## config.mk

```make
export PLATFORM = sky130hd
export DESIGN_NAME = ext_bus_bridge
export DESIGN_NICKNAME = d
export VERILOG_FILES = /design/src/core_region_pkg.sv /design/src/ext_bus_bridge.sv
export SDC_FILE = /design/constraint.sdc
export NUM_CORES = 1
export LEC_CHECK = 0
export BUFFER_PORTS_ARGS = -buffer_cell sky130_fd_sc_hd__buf_2
export CORE_ASPECT_RATIO = 2
export CORE_MARGIN = 1
export CORE_UTILIZATION = 33
export CTS_CLUSTER_DIAMETER = 120
export DETAILED_ROUTE_END_ITERATION = 12
export PLACE_DENSITY = 0.64
export SLEW_MARGIN = 15
export SYNTH_ARGS = -nofsm -noshare
export SYNTH_HDL_FRONTEND = slang
export SYNTH_SLANG_ARGS = --single-unit
export TNS_END_PERCENT = 50
```

## constraint.sdc

```tcl
create_clock -name clk -period 5.8 [get_ports clk]
set_input_delay 0.87 -clock clk [delete_from_list [all_inputs] [get_ports clk]]
set_output_delay 0.87 -clock clk [all_outputs]
set_load 0.005 [all_outputs]
```

## src/core_region_pkg.sv

```systemverilog
`default_nettype none

package core_region_pkg;

	// datapath widths
	localparam int WORD_W = 32;
	localparam int BE_W = 4;
	localparam int ADDR_W = 32;

	// on-chip data ram, in bytes
	localparam int DATA_RAM_BYTES = 2048;
	localparam int RAM_AW = $clog2(DATA_RAM_BYTES / BE_W);

	// addr[31:20] of the local data window
	localparam logic [11:0] LOCAL_WIN_HI = 12'h001;

	typedef logic [WORD_W-1:0] word_t;
	typedef logic [BE_W-1:0] be_t;
	typedef logic [ADDR_W-1:0] addr_t;
	typedef logic [RAM_AW-1:0] ram_addr_t;

	// where the oldest outstanding lsu response comes from
	typedef enum logic {
		TGT_LOCAL,
		TGT_EXT
	} lsu_target_e;

	// four-phase bridge sequence
	typedef enum logic [1:0] {
		BR_IDLE,
		BR_REQ,
		BR_RELEASE,
		BR_RESP
	} bridge_state_e;

endpackage

`default_nettype wire

```

## src/ext_bus_bridge.sv

```systemverilog
`timescale 1ns/1ns
`default_nettype none

module ext_bus_bridge (
	input  wire                         clk,
	input  wire                         rst_n,

	input  wire                         req_i,
	input  wire core_region_pkg::addr_t addr_i,
	input  wire                         we_i,
	input  wire core_region_pkg::be_t   be_i,
	input  wire core_region_pkg::word_t wdata_i,
	output logic                        gnt_o,
	output logic                        rvalid_o,
	output core_region_pkg::word_t      rdata_o,

	output logic                        bus_req_o,
	output core_region_pkg::addr_t      bus_addr_o,
	output logic                        bus_we_o,
	output core_region_pkg::be_t        bus_be_o,
	output core_region_pkg::word_t      bus_wdata_o,
	input  wire                         bus_ack_i,
	input  wire core_region_pkg::word_t bus_rdata_i
);
	import core_region_pkg::*;

	bridge_state_e state_q;
	bridge_state_e state_d;

	addr_t addr_q;
	logic  we_q;
	be_t   be_q;
	word_t wdata_q;
	word_t rdata_q;

	// single outstanding access, so only idle accepts
	assign gnt_o = req_i && (state_q == BR_IDLE);

	always_comb begin
		state_d = state_q;
		case (state_q)
			BR_IDLE: begin
				if (req_i) begin
					state_d = BR_REQ;
				end
			end
			BR_REQ: begin
				if (bus_ack_i) begin
					state_d = BR_RELEASE;
				end
			end
			BR_RELEASE: begin
				// wait for the slave to drop ack
				if (!bus_ack_i) begin
					state_d = BR_RESP;
				end
			end
			BR_RESP: begin
				state_d = BR_IDLE;
			end
			default: begin
				state_d = BR_IDLE;
			end
		endcase
	end

	always_ff @(posedge clk or negedge rst_n) begin
		if (!rst_n) begin
			state_q <= BR_IDLE;
		end else begin
			state_q <= state_d;
		end
	end

	// request fields, held until the access is done
	always_ff @(posedge clk) begin
		if (gnt_o) begin
			addr_q <= addr_i;
			we_q <= we_i;
			be_q <= be_i;
			wdata_q <= wdata_i;
		end
	end

	// slave data is only valid while ack is high
	always_ff @(posedge clk) begin
		if (state_q == BR_REQ && bus_ack_i) begin
			rdata_q <= bus_rdata_i;
		end
	end

	assign bus_req_o = (state_q == BR_REQ);
	assign bus_addr_o = addr_q;
	assign bus_we_o = we_q;
	assign bus_be_o = be_q;
	assign bus_wdata_o = wdata_q;

	assign rvalid_o = (state_q == BR_RESP);
	assign rdata_o = rdata_q;

endmodule

`default_nettype wire

```

==> flow_summary.html <==
<table>
<tr><th>Metric</th><th>Value</th></tr>
<tr><th colspan="2">Power and ir drop</th></tr>
<tr><td>Clk network pwr share</td><td>a little under a third</td></tr>
<tr><td>Reg power frac</td><td>53.0%</td></tr>
<tr><td>Leakage power figure</td><td>2.00 nW</td></tr>
<tr><td>Total power divided by cell area</td><td>406 mW/mm^2</td></tr>
<tr><td>Combinational fraction of design power</td><td>15.4%</td></tr>
<tr><td>Sw power</td><td>455 uW</td></tr>
<tr><td>Internal Power</td><td>around 1.5 mW</td></tr>
<tr><td>VDD IR-drop max</td><td>around 0.19 mV</td></tr>
<tr><td>Net switching share of the total power</td><td>23.9%</td></tr>
<tr><th colspan="2">Yosys</th></tr>
<tr><td>Area of the mapped netlist</td><td>0.00320 mm^2</td></tr>
<tr><td>Top cells by count, synth</td><td>edfxtp_1 (101), ha_1 (4), inv_1 (3)</td></tr>
<tr><td>Top-area cell type share of the netlist area</td><td>94.8%</td></tr>
<tr><td>Library cell occupying the most area in the post-synthesis netlist</td><td>edfxtp_1</td></tr>
<tr><td>FF+latch count, synth</td><td>103</td></tr>
<tr><td>Portion of the post-synthesis area used by sequential elements</td><td>96.4%</td></tr>
<tr><td>Most used standard cell by instance count after synthesis</td><td>edfxtp_1</td></tr>
<tr><td>Fraction of synthesis flops using an asynchronous set or reset pin</td><td>1.94%</td></tr>
<tr><td>Top flip-flop cell by instance count after synthesis</td><td>edfxtp_1</td></tr>
<tr><td>Number of nets produced by synthesis</td><td>225</td></tr>
<tr><td>EDFF count, synth</td><td>approximately 100</td></tr>
<tr><td>Main area contributors after synthesis</td><td>edfxtp_1 (95%), dfrtp_1 (1.6%), ha_1 (1.6%)</td></tr>
<tr><td>Post-Syn Instances</td><td>116</td></tr>
<tr><td>YS warnings</td><td>0</td></tr>
<tr><td>Synthesized area divided by synthesized cell count</td><td>27.6 um^2</td></tr>
<tr><td>Count of distinct cell types in the synthesized netlist</td><td>9</td></tr>
<tr><th colspan="2">Routing</th></tr>
<tr><td>Average vias per placed instance</td><td>around 4.5</td></tr>
<tr><td>Post-DR wirelength/cell</td><td>15.5 um</td></tr>
<tr><td>Initial DRC Count</td><td>81</td></tr>
<tr><td>Post-DRT Antenna Nets</td><td>0</td></tr>
<tr><td>Residual DRC</td><td>0</td></tr>
<tr><td>Number of search-and-repair iterations in the first detailed-routing pass</td><td>4</td></tr>
<tr><td>Vias</td><td>1995</td></tr>
<tr><td>Wire length after detailed routing</td><td>between 6000 and 7000 um</td></tr>
<tr><th colspan="2">Final layout</th></tr>
<tr><td>Final-stage net count</td><td>446</td></tr>
<tr><td>Filler cells</td><td>798</td></tr>
<tr><td>Utilization of the core after routing</td><td>~50%</td></tr>
<tr><td>Layout-stage area growth over the synthesis result</td><td>46.7%</td></tr>
<tr><td>Fraction of layout cells with a size suffix above 1</td><td>66.4%</td></tr>
<tr><th colspan="2">Status</th></tr>
<tr><td>Result of the run</td><td>finished, final reports clean</td></tr>
<tr><th colspan="2">Timing</th></tr>
<tr><td>Crit path time final</td><td>between 2000 and 3000 ps</td></tr>
<tr><td>TNS Setup</td><td>0 ps</td></tr>
<tr><td>Final Max Slew Viols</td><td>0</td></tr>
<tr><td>Achievable clock frequency</td><td>335 MHz</td></tr>
<tr><td>Worst slew pin tran</td><td>around 830 ps</td></tr>
<tr><td>Final hold violation count</td><td>0</td></tr>
<tr><td>Max-slew headroom</td><td>~45%</td></tr>
<tr><td>Unrepaired setup endpoints after global routing</td><td>false</td></tr>
<tr><td>Final worst path period share</td><td>51.4%</td></tr>
<tr><td>Max Clock Skew</td><td>5.81 ps</td></tr>
<tr><td>Min Hold Slack</td><td>~300 ps</td></tr>
<tr><td>Final setup viols</td><td>0</td></tr>
<tr><th colspan="2">Clock network</th></tr>
<tr><td>Clock latency at the later pin of the worst-skew pair</td><td>340 ps</td></tr>
<tr><td>TritonCTS clock tree</td><td>built</td></tr>
<tr><td>Hold_buf cts</td><td>0</td></tr>
<tr><td>Number of buffers created by CTS</td><td>9</td></tr>
<tr><td># H-tree levels</td><td>3</td></tr>
<tr><td>Clk sinks</td><td>slightly above 100</td></tr>
<tr><td>Post-CTS clock slew at the launch and capture registers of the worst setup and hold paths</td><td>around 70 ps</td></tr>
<tr><td>Number of gates resized after cts</td><td>0</td></tr>
<tr><td>Maximum clock path buffer count</td><td>2</td></tr>
<tr><td>Root buffer selected by CTS</td><td>clkbuf_16</td></tr>
<tr><td>Setup Buffers After CTS</td><td>0</td></tr>
<tr><th colspan="2">Global route</th></tr>
<tr><td>Met3 usage in global routing</td><td>6.15%</td></tr>
<tr><td>Number of antenna violations at the first check in global routing</td><td>0</td></tr>
<tr><td>Total gr overflow</td><td>0</td></tr>
<tr><td>Global routing's busiest layer</td><td>met2</td></tr>
<tr><td>Grt met2 use</td><td>22.5%</td></tr>
<tr><td>Global-route wire length before repair</td><td>9700 um</td></tr>
<tr><td>Vias in the first global route</td><td>slightly below 2000</td></tr>
<tr><td>Largest net degree at the start of global routing</td><td>roughly 70</td></tr>
<tr><td>Overall fraction of global-route tracks in use</td><td>between 10 and 15%</td></tr>
<tr><td>Met1 Track Usage GR</td><td>12.0%</td></tr>
<tr><th colspan="2">Worst setup path</th></tr>
<tr><td>Type of element capturing the critical path</td><td>output pin</td></tr>
<tr><td>Worst setup SP type</td><td>register</td></tr>
<tr><td>Data required time at the worst endpoint</td><td>4930 ps</td></tr>
<tr><td>Critical-path maximum fanout</td><td>70</td></tr>
<tr><td>Critical setup path kind</td><td>register to output pin</td></tr>
<tr><td>Arrival time at the worst endpoint</td><td>2110 ps</td></tr>
<tr><th colspan="2">Floorplanning</th></tr>
<tr><td>Effective utilization at floorplan</td><td>34.1%</td></tr>
<tr><td>DIE HEIGHT</td><td>141 um</td></tr>
<tr><td>Die area</td><td>0.0101 mm^2</td></tr>
<tr><td>Die outline width</td><td>71.6 um</td></tr>
<tr><td>Core area</td><td>0.00938 mm^2</td></tr>
<tr><td>Number of I/O pins</td><td>209</td></tr>
<tr><td>Row Count</td><td>50</td></tr>
<tr><th colspan="2">Place</th></tr>
<tr><td>Port Buf Inserts</td><td>208</td></tr>
<tr><td>Detailed placer's ending HPWL</td><td>5380 um</td></tr>
<tr><td>Final RePlAce weighted congestion</td><td>0.709</td></tr>
<tr><th colspan="2">Min path</th></tr>
<tr><td>Classification of the worst-slack hold path</td><td>input pin to asynchronous set/reset pin</td></tr>
<tr><th colspan="2">Run</th></tr>
<tr><td>Count of maximum capacitance violations</td><td>0</td></tr>
</table>
==> critical path, cell delays in order (launching register included) <==
cell	delay, ps
dfrtp_1	420
inv_1	100
ha_1	200
and2_2	150
buf_4	630
buf_2	250
==> path summary, 6_finish.rpt <==
check / start / end / slack, ps / cells past startpoint
max: state_q[0] / gnt_o / 2820 / 5
min: rst_n / state_q[0] / 300 / 1
max reg2reg: state_q[0] / bus_wdata_o[29] / 3880 / 4
min reg2reg: state_q[1] / state_q[1] / 570 / 1
max in group asynchronous: rst_n / state_q[1] / 5410 / 1
min in group clk: state_q[1] / state_q[1] / 570 / 1
==> state kept, by name, indices dropped and copies added, names as in the netlist <==
signal       flops
state_q          2
bus_we_o         1
bus_addr_o      32
bus_wdata_o     32
rdata_o         32
bus_be_o         4
==> through the flow <==
stage | total power [mW] | setup WS, ps | instances | instance area, um^2
floorplan | 1.15 | 2410 | 116 | 3200
global placement | 1.31 | 2960 | 430 | 4390
detailed placement | 1.33 | 2930 | 430 | 4390
CTS | 1.94 | 2790 | 446 | 4690
global route | 2.00 | 2670 | 446 | 4690
finish | 1.91 | 2820 | 447 | 4690
==> cells by family after synthesis <==
group                      share of synthesized area [%]
DFF                                                 96.4
adders and majority gates                           1.56
buffers and inverters                              0.352
and+or+nand+nor                                    0.587
AOI/OAI and AO/OA                                  0.782
muxes                                              0.352
==> power by group through the flow <==
stage | logic, mW | registers (mW) | clock network [mW]
final | 0.294 | 1.01 | 0.601
after global routing | 0.325 | 1.02 | 0.650
after detailed placement | 0.301 | 1.03 | 0
after CTS | 0.300 | 1.01 | 0.623
after floorplan | 0.0968 | 1.05 | 0
after global placement | 0.288 | 1.02 | 0
==> metal layers <==
layer | up-vias | wire length [um]
met4 | 0 | 333
met1 | 895 | 2280
met3 | 24 | 938
met5 | - | 0
met2 | 172 | 3380
li1 | 904 | -
==> area by class of cell <==
type	instances	area, um^2	share of cell area, %
Clock inverter	6	76.3	1.63
Timing Repair Buffer	210	1060	22.5
Inverter	3	11.3	0.240
Tap cell	104	130	2.77
Antenna cell	1	2.50	0.0533
Sequential cell	103	3080	65.7
Clock buffer	10	229	4.88
Multi-Input combinational cell	10	106	2.27
==> cell usage in the layout, fill, tap and decap left out, drive strengths merged <==
cell and n:
and2 2, mux2 1, ha 4, clkbuf 10, buf 210, edfxtp 101
bufinv 1, diode 1, clkinv 1, inv 7, a221oi 1, o32a 1
nor2b 1, dfrtp 2
Power figures use the tool's default switching activity.
