## src/core_region_pkg.sv

```systemverilog
`default_nettype none

package core_region_pkg;

	// datapath widths
	localparam int WORD_W = 32;
	localparam int BE_W = 4;
	localparam int ADDR_W = 32;

	// on-chip data ram, in bytes
	localparam int DATA_RAM_BYTES = 2048;
	localparam int RAM_AW = $clog2(DATA_RAM_BYTES / BE_W);

	// addr[31:20] of the local data window
	localparam logic [11:0] LOCAL_WIN_HI = 12'h001;

	typedef logic [WORD_W-1:0] word_t;
	typedef logic [BE_W-1:0] be_t;
	typedef logic [ADDR_W-1:0] addr_t;
	typedef logic [RAM_AW-1:0] ram_addr_t;

	// where the oldest outstanding lsu response comes from
	typedef enum logic {
		TGT_LOCAL,
		TGT_EXT
	} lsu_target_e;

	// four-phase bridge sequence
	typedef enum logic [1:0] {
		BR_IDLE,
		BR_REQ,
		BR_RELEASE,
		BR_RESP
	} bridge_state_e;

endpackage

`default_nettype wire

```

## src/lsu_router.sv

```systemverilog
`timescale 1ns/1ns
`default_nettype none

module lsu_router (
	input  wire                         clk,
	input  wire                         rst_n,

	input  wire                         lsu_req_i,
	input  wire core_region_pkg::addr_t lsu_addr_i,
	output logic                        lsu_gnt_o,
	output logic                        lsu_rvalid_o,
	output core_region_pkg::word_t      lsu_rdata_o,

	output logic                        loc_req_o,
	input  wire                         loc_gnt_i,
	input  wire                         loc_rvalid_i,
	input  wire core_region_pkg::word_t loc_rdata_i,

	output logic                        ext_req_o,
	input  wire                         ext_gnt_i,
	input  wire                         ext_rvalid_i,
	input  wire core_region_pkg::word_t ext_rdata_i
);
	import core_region_pkg::*;

	lsu_target_e tgt_req;
	lsu_target_e tgt_q;
	logic [1:0]  pend_q;
	logic [1:0]  pend_left;
	logic        blocked;

	// local window on the upper twelve address bits
	assign tgt_req = (lsu_addr_i[31:20] == LOCAL_WIN_HI) ? TGT_LOCAL : TGT_EXT;

	// responses still owed once this cycle's rvalid is taken
	assign pend_left = pend_q - {1'b0, lsu_rvalid_o};

	// no target switch until the other side has drained
	assign blocked = (pend_left != 2'd0) && (tgt_q != tgt_req);

	assign loc_req_o = lsu_req_i && !blocked && (tgt_req == TGT_LOCAL);
	assign ext_req_o = lsu_req_i && !blocked && (tgt_req == TGT_EXT);

	assign lsu_gnt_o = (tgt_req == TGT_LOCAL) ? loc_gnt_i : ext_gnt_i;

	always_ff @(posedge clk or negedge rst_n) begin
		if (!rst_n) begin
			pend_q <= 2'd0;
			tgt_q <= TGT_LOCAL;
		end else begin
			pend_q <= pend_left + {1'b0, lsu_gnt_o};
			if (lsu_gnt_o) begin
				tgt_q <= tgt_req;
			end
		end
	end

	// only one side can have a response in flight
	assign lsu_rvalid_o = loc_rvalid_i | ext_rvalid_i;
	assign lsu_rdata_o = (tgt_q == TGT_EXT) ? ext_rdata_i : loc_rdata_i;

endmodule

`default_nettype wire

```

## config.mk

```make
export PLATFORM = sky130hd
export DESIGN_NAME = lsu_router
export DESIGN_NICKNAME = d
export VERILOG_FILES = /design/src/core_region_pkg.sv /design/src/lsu_router.sv
export SDC_FILE = /design/constraint.sdc
export NUM_CORES = 1
export LEC_CHECK = 0
export ABC_CLOCK_PERIOD_IN_PS = 1700
export BUFFER_PORTS_ARGS = -buffer_cell sky130_fd_sc_hd__buf_2
export CAP_MARGIN = 20
export CORE_ASPECT_RATIO = 1.1
export CORE_MARGIN = 2
export CORE_UTILIZATION = 24
export CTS_CLUSTER_SIZE = 16
export DETAILED_ROUTE_END_ITERATION = 10
export GPL_TIMING_DRIVEN = 0
export PLACE_DENSITY = 0.8
export SLEW_MARGIN = 20
export SYNTH_ARGS = -nofsm -noshare
export SYNTH_HDL_FRONTEND = slang
export SYNTH_SLANG_ARGS = --single-unit
export TNS_END_PERCENT = 10
```

## constraint.sdc

```tcl
create_clock -name clk -period 1.7 [get_ports clk]
set_input_delay 0.17 -clock clk [delete_from_list [all_inputs] [get_ports clk]]
set_output_delay 0.17 -clock clk [all_outputs]
set_load 0.1 [all_outputs]
```

==> results of run 1 <==
per-stage QoR:
| stage | instance area [um2] | TNS (ns) | setup slack (ns) |
|---|---|---|---|
| final | 1560 | 0 | 0.0138 |
| after global routing | 1560 | -0.0878 | -0.0456 |
| after CTS | 1500 | -0.352 | -0.0352 |
| after detailed placement | 1330 | -0.246 | -0.125 |
| after global placement | 1330 | -0.201 | -0.106 |
| after floorplan | 699 | -1.07 | -0.391 |
flip-flops by register name, indices dropped and copies added, names as in the netlist:
register / cells
pend_q: 2
tgt_q: 1
layout make-up:
type                    instances  area, um2
fillers                       240       1150
plain buffers                   4       41.3
well taps                      33       41.3
inverters                       3       11.3
flip-flops and latches          3       75.1
multi-input cells              49        603
clock buffers                   4       26.3
repair buffers                120        758
path summary, 6_finish.rpt:
kind                                      from             endpoint  slack [ns]
max                        pend_q[0]$_DFF_PN0_            loc_req_o        0.01
min reg2reg                pend_q[1]$_DFF_PN0_  pend_q[1]$_DFF_PN0_        0.77
min in group asynchronous                rst_n    tgt_q$_DFFE_PN0N_        0.26
min                                  ext_gnt_i    tgt_q$_DFFE_PN0N_        0.18
max in group asynchronous                rst_n  pend_q[0]$_DFF_PN0_        1.33
max reg2reg                pend_q[0]$_DFF_PN0_  pend_q[1]$_DFF_PN0_        0.59
worst max-delay path, stage by stage, from the launching register on:
cell and delay [ns]:
dfrtp_1 0.33, inv_2 0.04, ha_4 0.17, xnor2_4 0.21, nand2_2 0.09, a211oi_4 0.24
buf_12 0.21
logic make-up (layout without fill, tap and decap cells):
kind of cell | count (synthesis) | count (layout) | synth area share
buffers and inverters | 7 | 131 | 0.0585
AO/OA/AOI/OAI | 4 | 4 | 0.0547
flip-flops | 3 | 3 | 0.113
AND/OR/NAND/NOR | 9 | 9 | 0.166
multiplexers | 32 | 32 | 0.543
adder cells (fa/ha/maj) | 2 | 2 | 0.0377
XOR/XNOR | 2 | 2 | 0.0264
layer usage:
metal	vias to the layer above	wire (um)	track usage	part of all wire
met2	70	1580	0.351	0.53
li1	469	-	-	-
met1	437	832	0.146	0.28
met5	-	0	0	0
met4	0	50	0.0750	0.017
met3	6	530	0.0657	0.18
cell usage in the layout (no fill, tap or decap):
cell and instances:
a211oi_4 1, a21bo_1 1, a21oi_2 1, a22o_1 1, buf_12 2, buf_2 89
buf_4 15, buf_6 17, clkbuf_1 1, clkbuf_4 3, dfrtp_1 3, dlygate4sd3_1 1
ha_1 1, ha_4 1, inv_1 2, inv_2 1, mux2_1 27, mux2_2 5
nand2_2 1, nand3_1 1, nand3_2 1, nand4_1 1, nor3b_4 1, nor4_4 2
nor4b_4 1, or2_4 1, xnor2_1 1, xnor2_4 1
synthesized netlist by cell type:
cell	count	share of area
a211oi_2	1	0.019
a21bo_1	1	0.015
a21oi_1	1	0.0075
a22o_1	1	0.013
buf_2	1	0.0075
buf_4	3	0.034
dfrtp_1	3	0.11
ha_1	2	0.038
inv_1	3	0.017
mux2_1	27	0.46
mux2_2	5	0.085
nand2_1	1	0.0057
nand3_1	1	0.0075
nand3_2	1	0.015
nand4_1	1	0.0094
nor3b_2	1	0.019
nor4_4	2	0.064
nor4b_4	1	0.036
or2_2	1	0.0094
xnor2_1	2	0.026
power by group through the flow:
stage                     clock network (uW)  logic (uW)  registers (uW)
after floorplan                            0         517             110
after global placement                     0         677             111
after detailed placement                   0         693             113
after CTS                                133         786             122
after global routing                     142         867             124
final                                    130         823             120
repair_timing:
action	in CTS	in global routing
resized for setup	43	15
setup buffers	0	1
gates cloned	0	0
hold endpoints to repair	3	0
pin swaps	2	4
hold buffers	1	0
endpoints found under the setup margin	29	29
==> results_dict.tcl, run 1 <==
set metrics [dict create \
    outcome "finished, final reports clean" \
    placedCellCount 210 \
    finClkSkew_ns 0.00344 \
    ys_seq_area_frac 0.113 \
    place.gp.congestion 0.686 \
    worstSetupEndpointType "output port" \
    core-area_um2 2700 \
    wirelength_um 3000 \
    ios 139 \
    ff2ff_path_depth 5 \
    combPwrFrac 0.767 \
    design.die.area_um2 3200 \
    critPathKind "reg2out" \
    cts_root_buffer "clkbuf_4" \
    min_period_ns 1.69 \
    avgRoutedWirePerCell_um 13.9 \
    initial_utilization 0.245 \
    drv_slew 0 \
    cts.sinks 3 \
    fin_crit_sh 0.992 \
    clockBufferDepth 2 \
    die_h_um 59.1 \
    leakage_uw 0.000809 \
    cap_violations 0 \
    finalNonFillerCells 216 \
    synth.distinct_cells 20 \
    max_slew_margin 0.669 \
    grt_pass1_wl_um 3950 \
    post-dp-hpwl_um 2460 \
    vias 982 \
    fmax_mhz 593 \
    grt_pass1_vias 926 \
    dr.pass1.iters 4 \
    hp-class "in2reg" \
    h-tree-depth 1 \
    utilization 0.576 \
    drive_gt1_frac 0.781 \
    synth.avg_cell_area_um2 11.2 \
    clk_pin_slew_ns 0.04 \
    p_clk_frac 0.121 \
    cts_buffers 3 \
    layout.nets 289 \
    grt_max_degree 11 \
    drt_iter0_markers 14 \
    syn-num-nets 164 \
    setup_viol 0 \
    area_growth_pct 135 \
    fin_hold_ws_ns 0.179 \
    power_uw 1070 \
    clk-insertion-delay-late_ns 0.24 \
    required_ns 1.53 \
    hold_viol 0 \
    synth_warnings 0 \
    cts_tree "yes" \
    tightest_slew_ns 0.500 \
    grt_use_total 0.176 \
    port-buffer-count 118 \
    ys_seq_elements 3 \
    syn_inst 59 \
    startpoint_type "flop" \
    power.switching_uw 574 \
    grt_setup_unrepaired "true" \
    n_antenna_cell 0 \
    ant_nets 0 \
    die-width_um 54.1 \
    p_int_uw 500 \
    vdd.ir_drop.worst_mv 0.339 \
    powerDensity_nw_per_um2 690 \
    via_per_inst 4.55 \
    fp-row-count 20 \
    drc 0 \
    grt_remaining_overflow 0 \
    whs_path_depth 2 \
    arrival_ns 1.52 \
    path_max_fanout 3 \
    p_seq_frac 0.112 \
    swShare 0.535 \
    antenna_found_initial 0 \
    synth.cell_area_um2 663 \
]
(Power assumes the default switching activity.)
==> inputs of run 2 (changes only) <==
- PLACE_DENSITY: 0.8 -> 0.76
==> run 2 against run 1 <==
  * Register-to-register slack about the same
  * Clock skew decreased by 0.0034 ns
  * Largest power group unchanged
  * Clock-buffer cell count unchanged
  * Critical path type unchanged
  * Largest cell class unchanged
  * Worst hold slack improved by 0.021 ns
==> results_dict.tcl, run 2 (synthesis gave the netlist of run 1 again) <==
set metrics [dict create \
    critPathSlowestCell "dfrtp_1" \
    ant_nets 0 \
    avgRoutedWirePerCell_um 14.6 \
    placedCellCount 210 \
    via_per_inst 4.51 \
    required_ns 1.53 \
    grt_pass1_vias 921 \
    startpoint_type "flop" \
    fmax_mhz 591 \
    grt_pass1_wl_um 4250 \
    critPathKind "reg2out" \
    nFillCells 274 \
    place.gp.congestion 0.688 \
    die_h_um 59.1 \
    grt_max_degree 11 \
    fin_crit_sh 0.995 \
    setup-tns-final_ns 0 \
    top_regs "pend_q: 2 flops, tgt_q: 1 flops" \
    r2r-start "pend_q[0]$_DFF_PN0_" \
    vias 975 \
    final_cell_mix "buf_2, mux2_1, buf_4" \
    clk-insertion-delay-late_ns 0.23 \
    clockBufferDepth 2 \
    drive_gt1_frac 0.776 \
    powerDensity_nw_per_um2 687 \
    outcome "finished, final reports clean" \
    leakage_uw 0.000800 \
    cp-startpoint "pend_q[0]$_DFF_PN0_" \
    worstPathCellList "inv_2, ha_4, xnor2_4, nand2_2, a211oi_4, buf_12" \
    clk_pin_slew_ns 0.04 \
    design.die.area_um2 3200 \
    port-buffer-count 118 \
    regMostFlops "pend_q" \
    cts.sinks 3 \
    tightest_slew_ns 0.500 \
    hp-class "in2reg" \
    regArea_um2 75.1 \
    finalNonFillerCells 216 \
    cts_buffers 3 \
    die-width_um 54.1 \
    initial_utilization 0.245 \
    crit_buf_inv 2 \
    setup_viol 0 \
    ios 139 \
    grt_setup_unrepaired "true" \
    path_max_fanout 3 \
    place_ws_ns -0.105 \
    final_common_cell "buf_2" \
    min_period_ns 1.69 \
    wirelength_um 3160 \
    cts_tree "yes" \
    layout.nets 289 \
    multiInputGateArea_um2 599 \
    finClkSkew_ns 0.0000311 \
    fin_hold_ws_ns 0.200 \
    drv_slew 0 \
    fp-row-count 20 \
    area_growth_pct 130 \
    h-tree-depth 1 \
    largest_reg_flops 2 \
    antenna_found_initial 0 \
    vdd.ir_drop.worst_mv 0.415 \
    drc 0 \
    max_slew_margin 0.669 \
    arrival_ns 1.52 \
    grt_remaining_overflow 0 \
    min_from "ext_gnt_i" \
    crit_family "flip-flops" \
    grt_use_total 0.185 \
    drt_iter0_markers 11 \
    cap_violations 0 \
    core-area_um2 2700 \
    worstSetupEndpointType "output port" \
    max_stage_delay_ns 0.33 \
    post-dp-hpwl_um 2780 \
    hold_viol 0 \
    cts_root_buffer "clkbuf_4" \
    setup_slack_ns 0.00865 \
    n_antenna_cell 0 \
    dr.pass1.iters 5 \
]
## run 2: cell count changes in the layout (fill, tap and decap cells not counted)
cell / delta
buf_6: -8
buf_4: +8
buf_2: -1
clkbuf_4: +1
a21oi_1: +1
a21oi_2: -1
## run 2: metrics by stage
stage | power [uW] | util | instance area, um2
global route | 1100 | 0.564 | 1530
floorplan | 627 | - | 699
finish | 1050 | 0.564 | 1530
global placement | 796 | 0.493 | 1330
detailed placement | 805 | 0.493 | 1330
CTS | 1010 | 0.549 | 1480
## run 2: layout make-up
type / instances / share of cell area
Buffer: 4 / 0.0271
Clock buffer: 4 / 0.0172
Inverter: 3 / 0.00738
Multi-Input combinational cell: 49 / 0.393
Sequential cell: 3 / 0.0492
Tap cell: 33 / 0.0271
Timing Repair Buffer: 120 / 0.479
## run 2: power by group
part | total (uW) | switching (uW) | leakage (uW) | internal, uW
combinational | 804 | 503 | 0.000753 | 301
sequential | 120 | 21.7 | 0.0000321 | 98.5
clock | 123 | 35.5 | 0.0000150 | 87.9
## run 2: path summary, 6_finish.rpt
| check | endpoint | slack (ns) | depth (start not counted) |
|---|---|---|---|
| max | loc_req_o | 0.009 | 6 |
| min | tgt_q$_DFFE_PN0N_ | 0.20 | 2 |
| max reg2reg | pend_q[1]$_DFF_PN0_ | 0.59 | 5 |
| min reg2reg | pend_q[1]$_DFF_PN0_ | 0.76 | 3 |
| max in group asynchronous | tgt_q$_DFFE_PN0N_ | 1.31 | 2 |
| min in group asynchronous | pend_q[0]$_DFF_PN0_ | 0.28 | 2 |
## run 2: layer usage
layer  track usage  wire length [um]  vias to the layer above
li1              -                 -                      470
met1         0.176               999                      429
met2         0.312              1370                       76
met3         0.149               793                        0
met4        0.0321                 0                        0
met5             0                 0                        -
## run 2: repair_timing
| action | 4_1_cts | 5_1_grt |
|---|---|---|
| endpoints found under the setup margin | 29 | 26 |
| endpoints found under the hold margin | 3 | 0 |
| hold buffers | 1 | 0 |
| setup buffers | 0 | 1 |
| cloned | 0 | 0 |
| gates resized for setup | 38 | 11 |
| pin swaps | 1 | 4 |
==> inputs of run 3 (changes only) <==
==> constraint.sdc (replaced) <==
create_clock -name clk -period 1.7 [get_ports clk]
set_input_delay 0.255 -clock clk [delete_from_list [all_inputs] [get_ports clk]]
set_output_delay 0.255 -clock clk [all_outputs]
set_load 0.1 [all_outputs]
==> run 3 against run 2 <==
  * Highest routed layer is now met4
  * Critical path type unchanged
  * Non-clock buffer count unchanged
  * The run now ends with negative setup slack left
  * Worst hold slack better by 0.085 ns
  * Routed wire length grew 4.2%
==> results_dict.tcl, run 3 (synthesis gave the netlist of run 1 again) <==
set metrics [dict create \
    outcome "complete, but fails checks" \
    regMostFlops "pend_q" \
    wirelength_um 3290 \
    drc 0 \
    multiInputGateArea_um2 603 \
    dpl-instance-area_um2 1330 \
    critPathKind "reg2out" \
    final_cell_mix "buf_2, buf_6, mux2_1" \
    final_area_um2 1640 \
    ios 139 \
    place.gp.congestion 0.688 \
    clk-insertion-delay-late_ns 0.23 \
    grt_pass1_vias 955 \
    die_h_um 59.1 \
    regArea_um2 75.1 \
    fmax_mhz 576 \
    grt_pass1_wl_um 4540 \
    max_slew_margin 0.668 \
    nFillCells 257 \
    grt_use_total 0.198 \
    min_from "ext_gnt_i" \
    largest_reg_flops 2 \
    required_ns 1.44 \
    fin_crit_sh 1.02 \
    clk_pin_slew_ns 0.04 \
    met2_length_um 1430 \
    cts_tree "yes" \
    hold_viol 0 \
    met3WireLength_um 820 \
    via_per_inst 4.55 \
    core-area_um2 2700 \
    design.die.area_um2 3200 \
    ant_nets 0 \
    h-tree-depth 1 \
    cap_violations 0 \
    clockBufferDepth 2 \
    min_period_ns 1.74 \
    routed.top_layer "met4" \
    vdd.ir_drop.worst_mv 0.417 \
    leakage_uw 0.000844 \
    setup_slack_ns -0.0362 \
    finalNonFillerCells 216 \
    area_growth_pct 147 \
    whs_path_depth 2 \
    die-width_um 54.1 \
    arrival_ns 1.48 \
    powerDensity_nw_per_um2 660 \
    m1WireLength_um 1030 \
    grt_max_degree 11 \
    ff2ff_path_depth 5 \
    post-dp-hpwl_um 2780 \
    avgRoutedWirePerCell_um 15.2 \
    port-buffer-count 118 \
    top_regs "pend_q: 2 flops, tgt_q: 1 flops" \
    startpoint_type "flop" \
    violations "negative setup slack" \
    cts_buffers 3 \
    drv_slew 0 \
    drive_gt1_frac 0.781 \
    setup_viol 2 \
    tightest_slew_ns 0.502 \
    r2r-start "pend_q[0]$_DFF_PN0_" \
    n_antenna_cell 0 \
    vias 983 \
    path_max_fanout 3 \
    dr.pass1.iters 5 \
    antenna_found_initial 0 \
    initial_utilization 0.245 \
    cts.sinks 3 \
    hp-class "in2reg" \
    placedCellCount 210 \
    drt_iter0_markers 9 \
    final_common_cell "buf_2" \
    layout.nets 289 \
    min_to "tgt_q$_DFFE_PN0N_" \
    worstReg2RegEnd "pend_q[1]$_DFF_PN0_" \
    fp-row-count 20 \
    r2r_setup_slack_ns 0.59 \
    worstSetupEndpointType "output port" \
    grt_remaining_overflow 0 \
    finClkSkew_ns 0.000117 \
    grt_setup_unrepaired "true" \
    cts_root_buffer "clkbuf_4" \
]
run 3: critical path, cell delays in order, from the launching register on:
cell and delay (ns):
dfrtp_1 0.36, inv_2 0.06, ha_4 0.15, xnor2_4 0.12
a21oi_1 0.12, nor3b_4 0.23, buf_12 0.20
run 3: power by group:
| part | total [uW] | switching (uW) | internal, uW |
|---|---|---|---|
| combinational | 837 | 510 | 327 |
| sequential | 121 | 22.4 | 98.4 |
| clock | 123 | 35.5 | 87.9 |
run 3: area by class of cell:
class                   instances  area share
repair buffers                120       0.506
multi-input cells              49       0.368
flip-flops and latches          3      0.0458
plain buffers                   4      0.0321
well taps                      33      0.0252
clock buffers                   4      0.0160
inverters                       3     0.00688
run 3: metal layers:
metal	track usage	vias up
li1	-	470
met3	0.179	2
met1	0.179	433
met2	0.327	78
met4	0.0393	0
met5	0	-
run 3: repair_timing:
item,in CTS,in global routing
setup buffers,0,1
pin swaps,1,0
gates resized for setup,69,10
hold endpoints to repair,3,0
cloned,0,0
hold buffers,1,0
setup endpoints to repair,30,30
run 3: per-stage QoR:
step	setup TNS [ns]	hold slack, ns	utilization	worst slack, ns	total power [uW]
2_1_floorplan	-1.60	-0.0406	-	-0.561	627
3_3_place_gp	-0.595	0.0521	0.493	-0.274	796
3_5_place_dp	-0.634	0.0573	0.493	-0.275	805
4_1_cts	-0.754	0.284	0.590	-0.0543	1050
5_1_grt	-0.477	0.303	0.606	-0.103	1140
6_report	-0.0614	0.285	0.606	-0.0362	1080
run 3: worst max-delay path by stage:
stage / startpoint / to / slack (ns) / cells after the start
after floorplan: loc_rvalid_i / loc_req_o / -0.56 / 5
after global placement: loc_rvalid_i / loc_req_o / -0.27 / 7
after detailed placement: loc_rvalid_i / ext_req_o / -0.27 / 7
after CTS: pend_q[0]$_DFF_PN0_ / ext_req_o / -0.05 / 6
after global routing: pend_q[0]$_DFF_PN0_ / ext_req_o / -0.10 / 6
final: pend_q[0]$_DFF_PN0_ / ext_req_o / -0.04 / 6
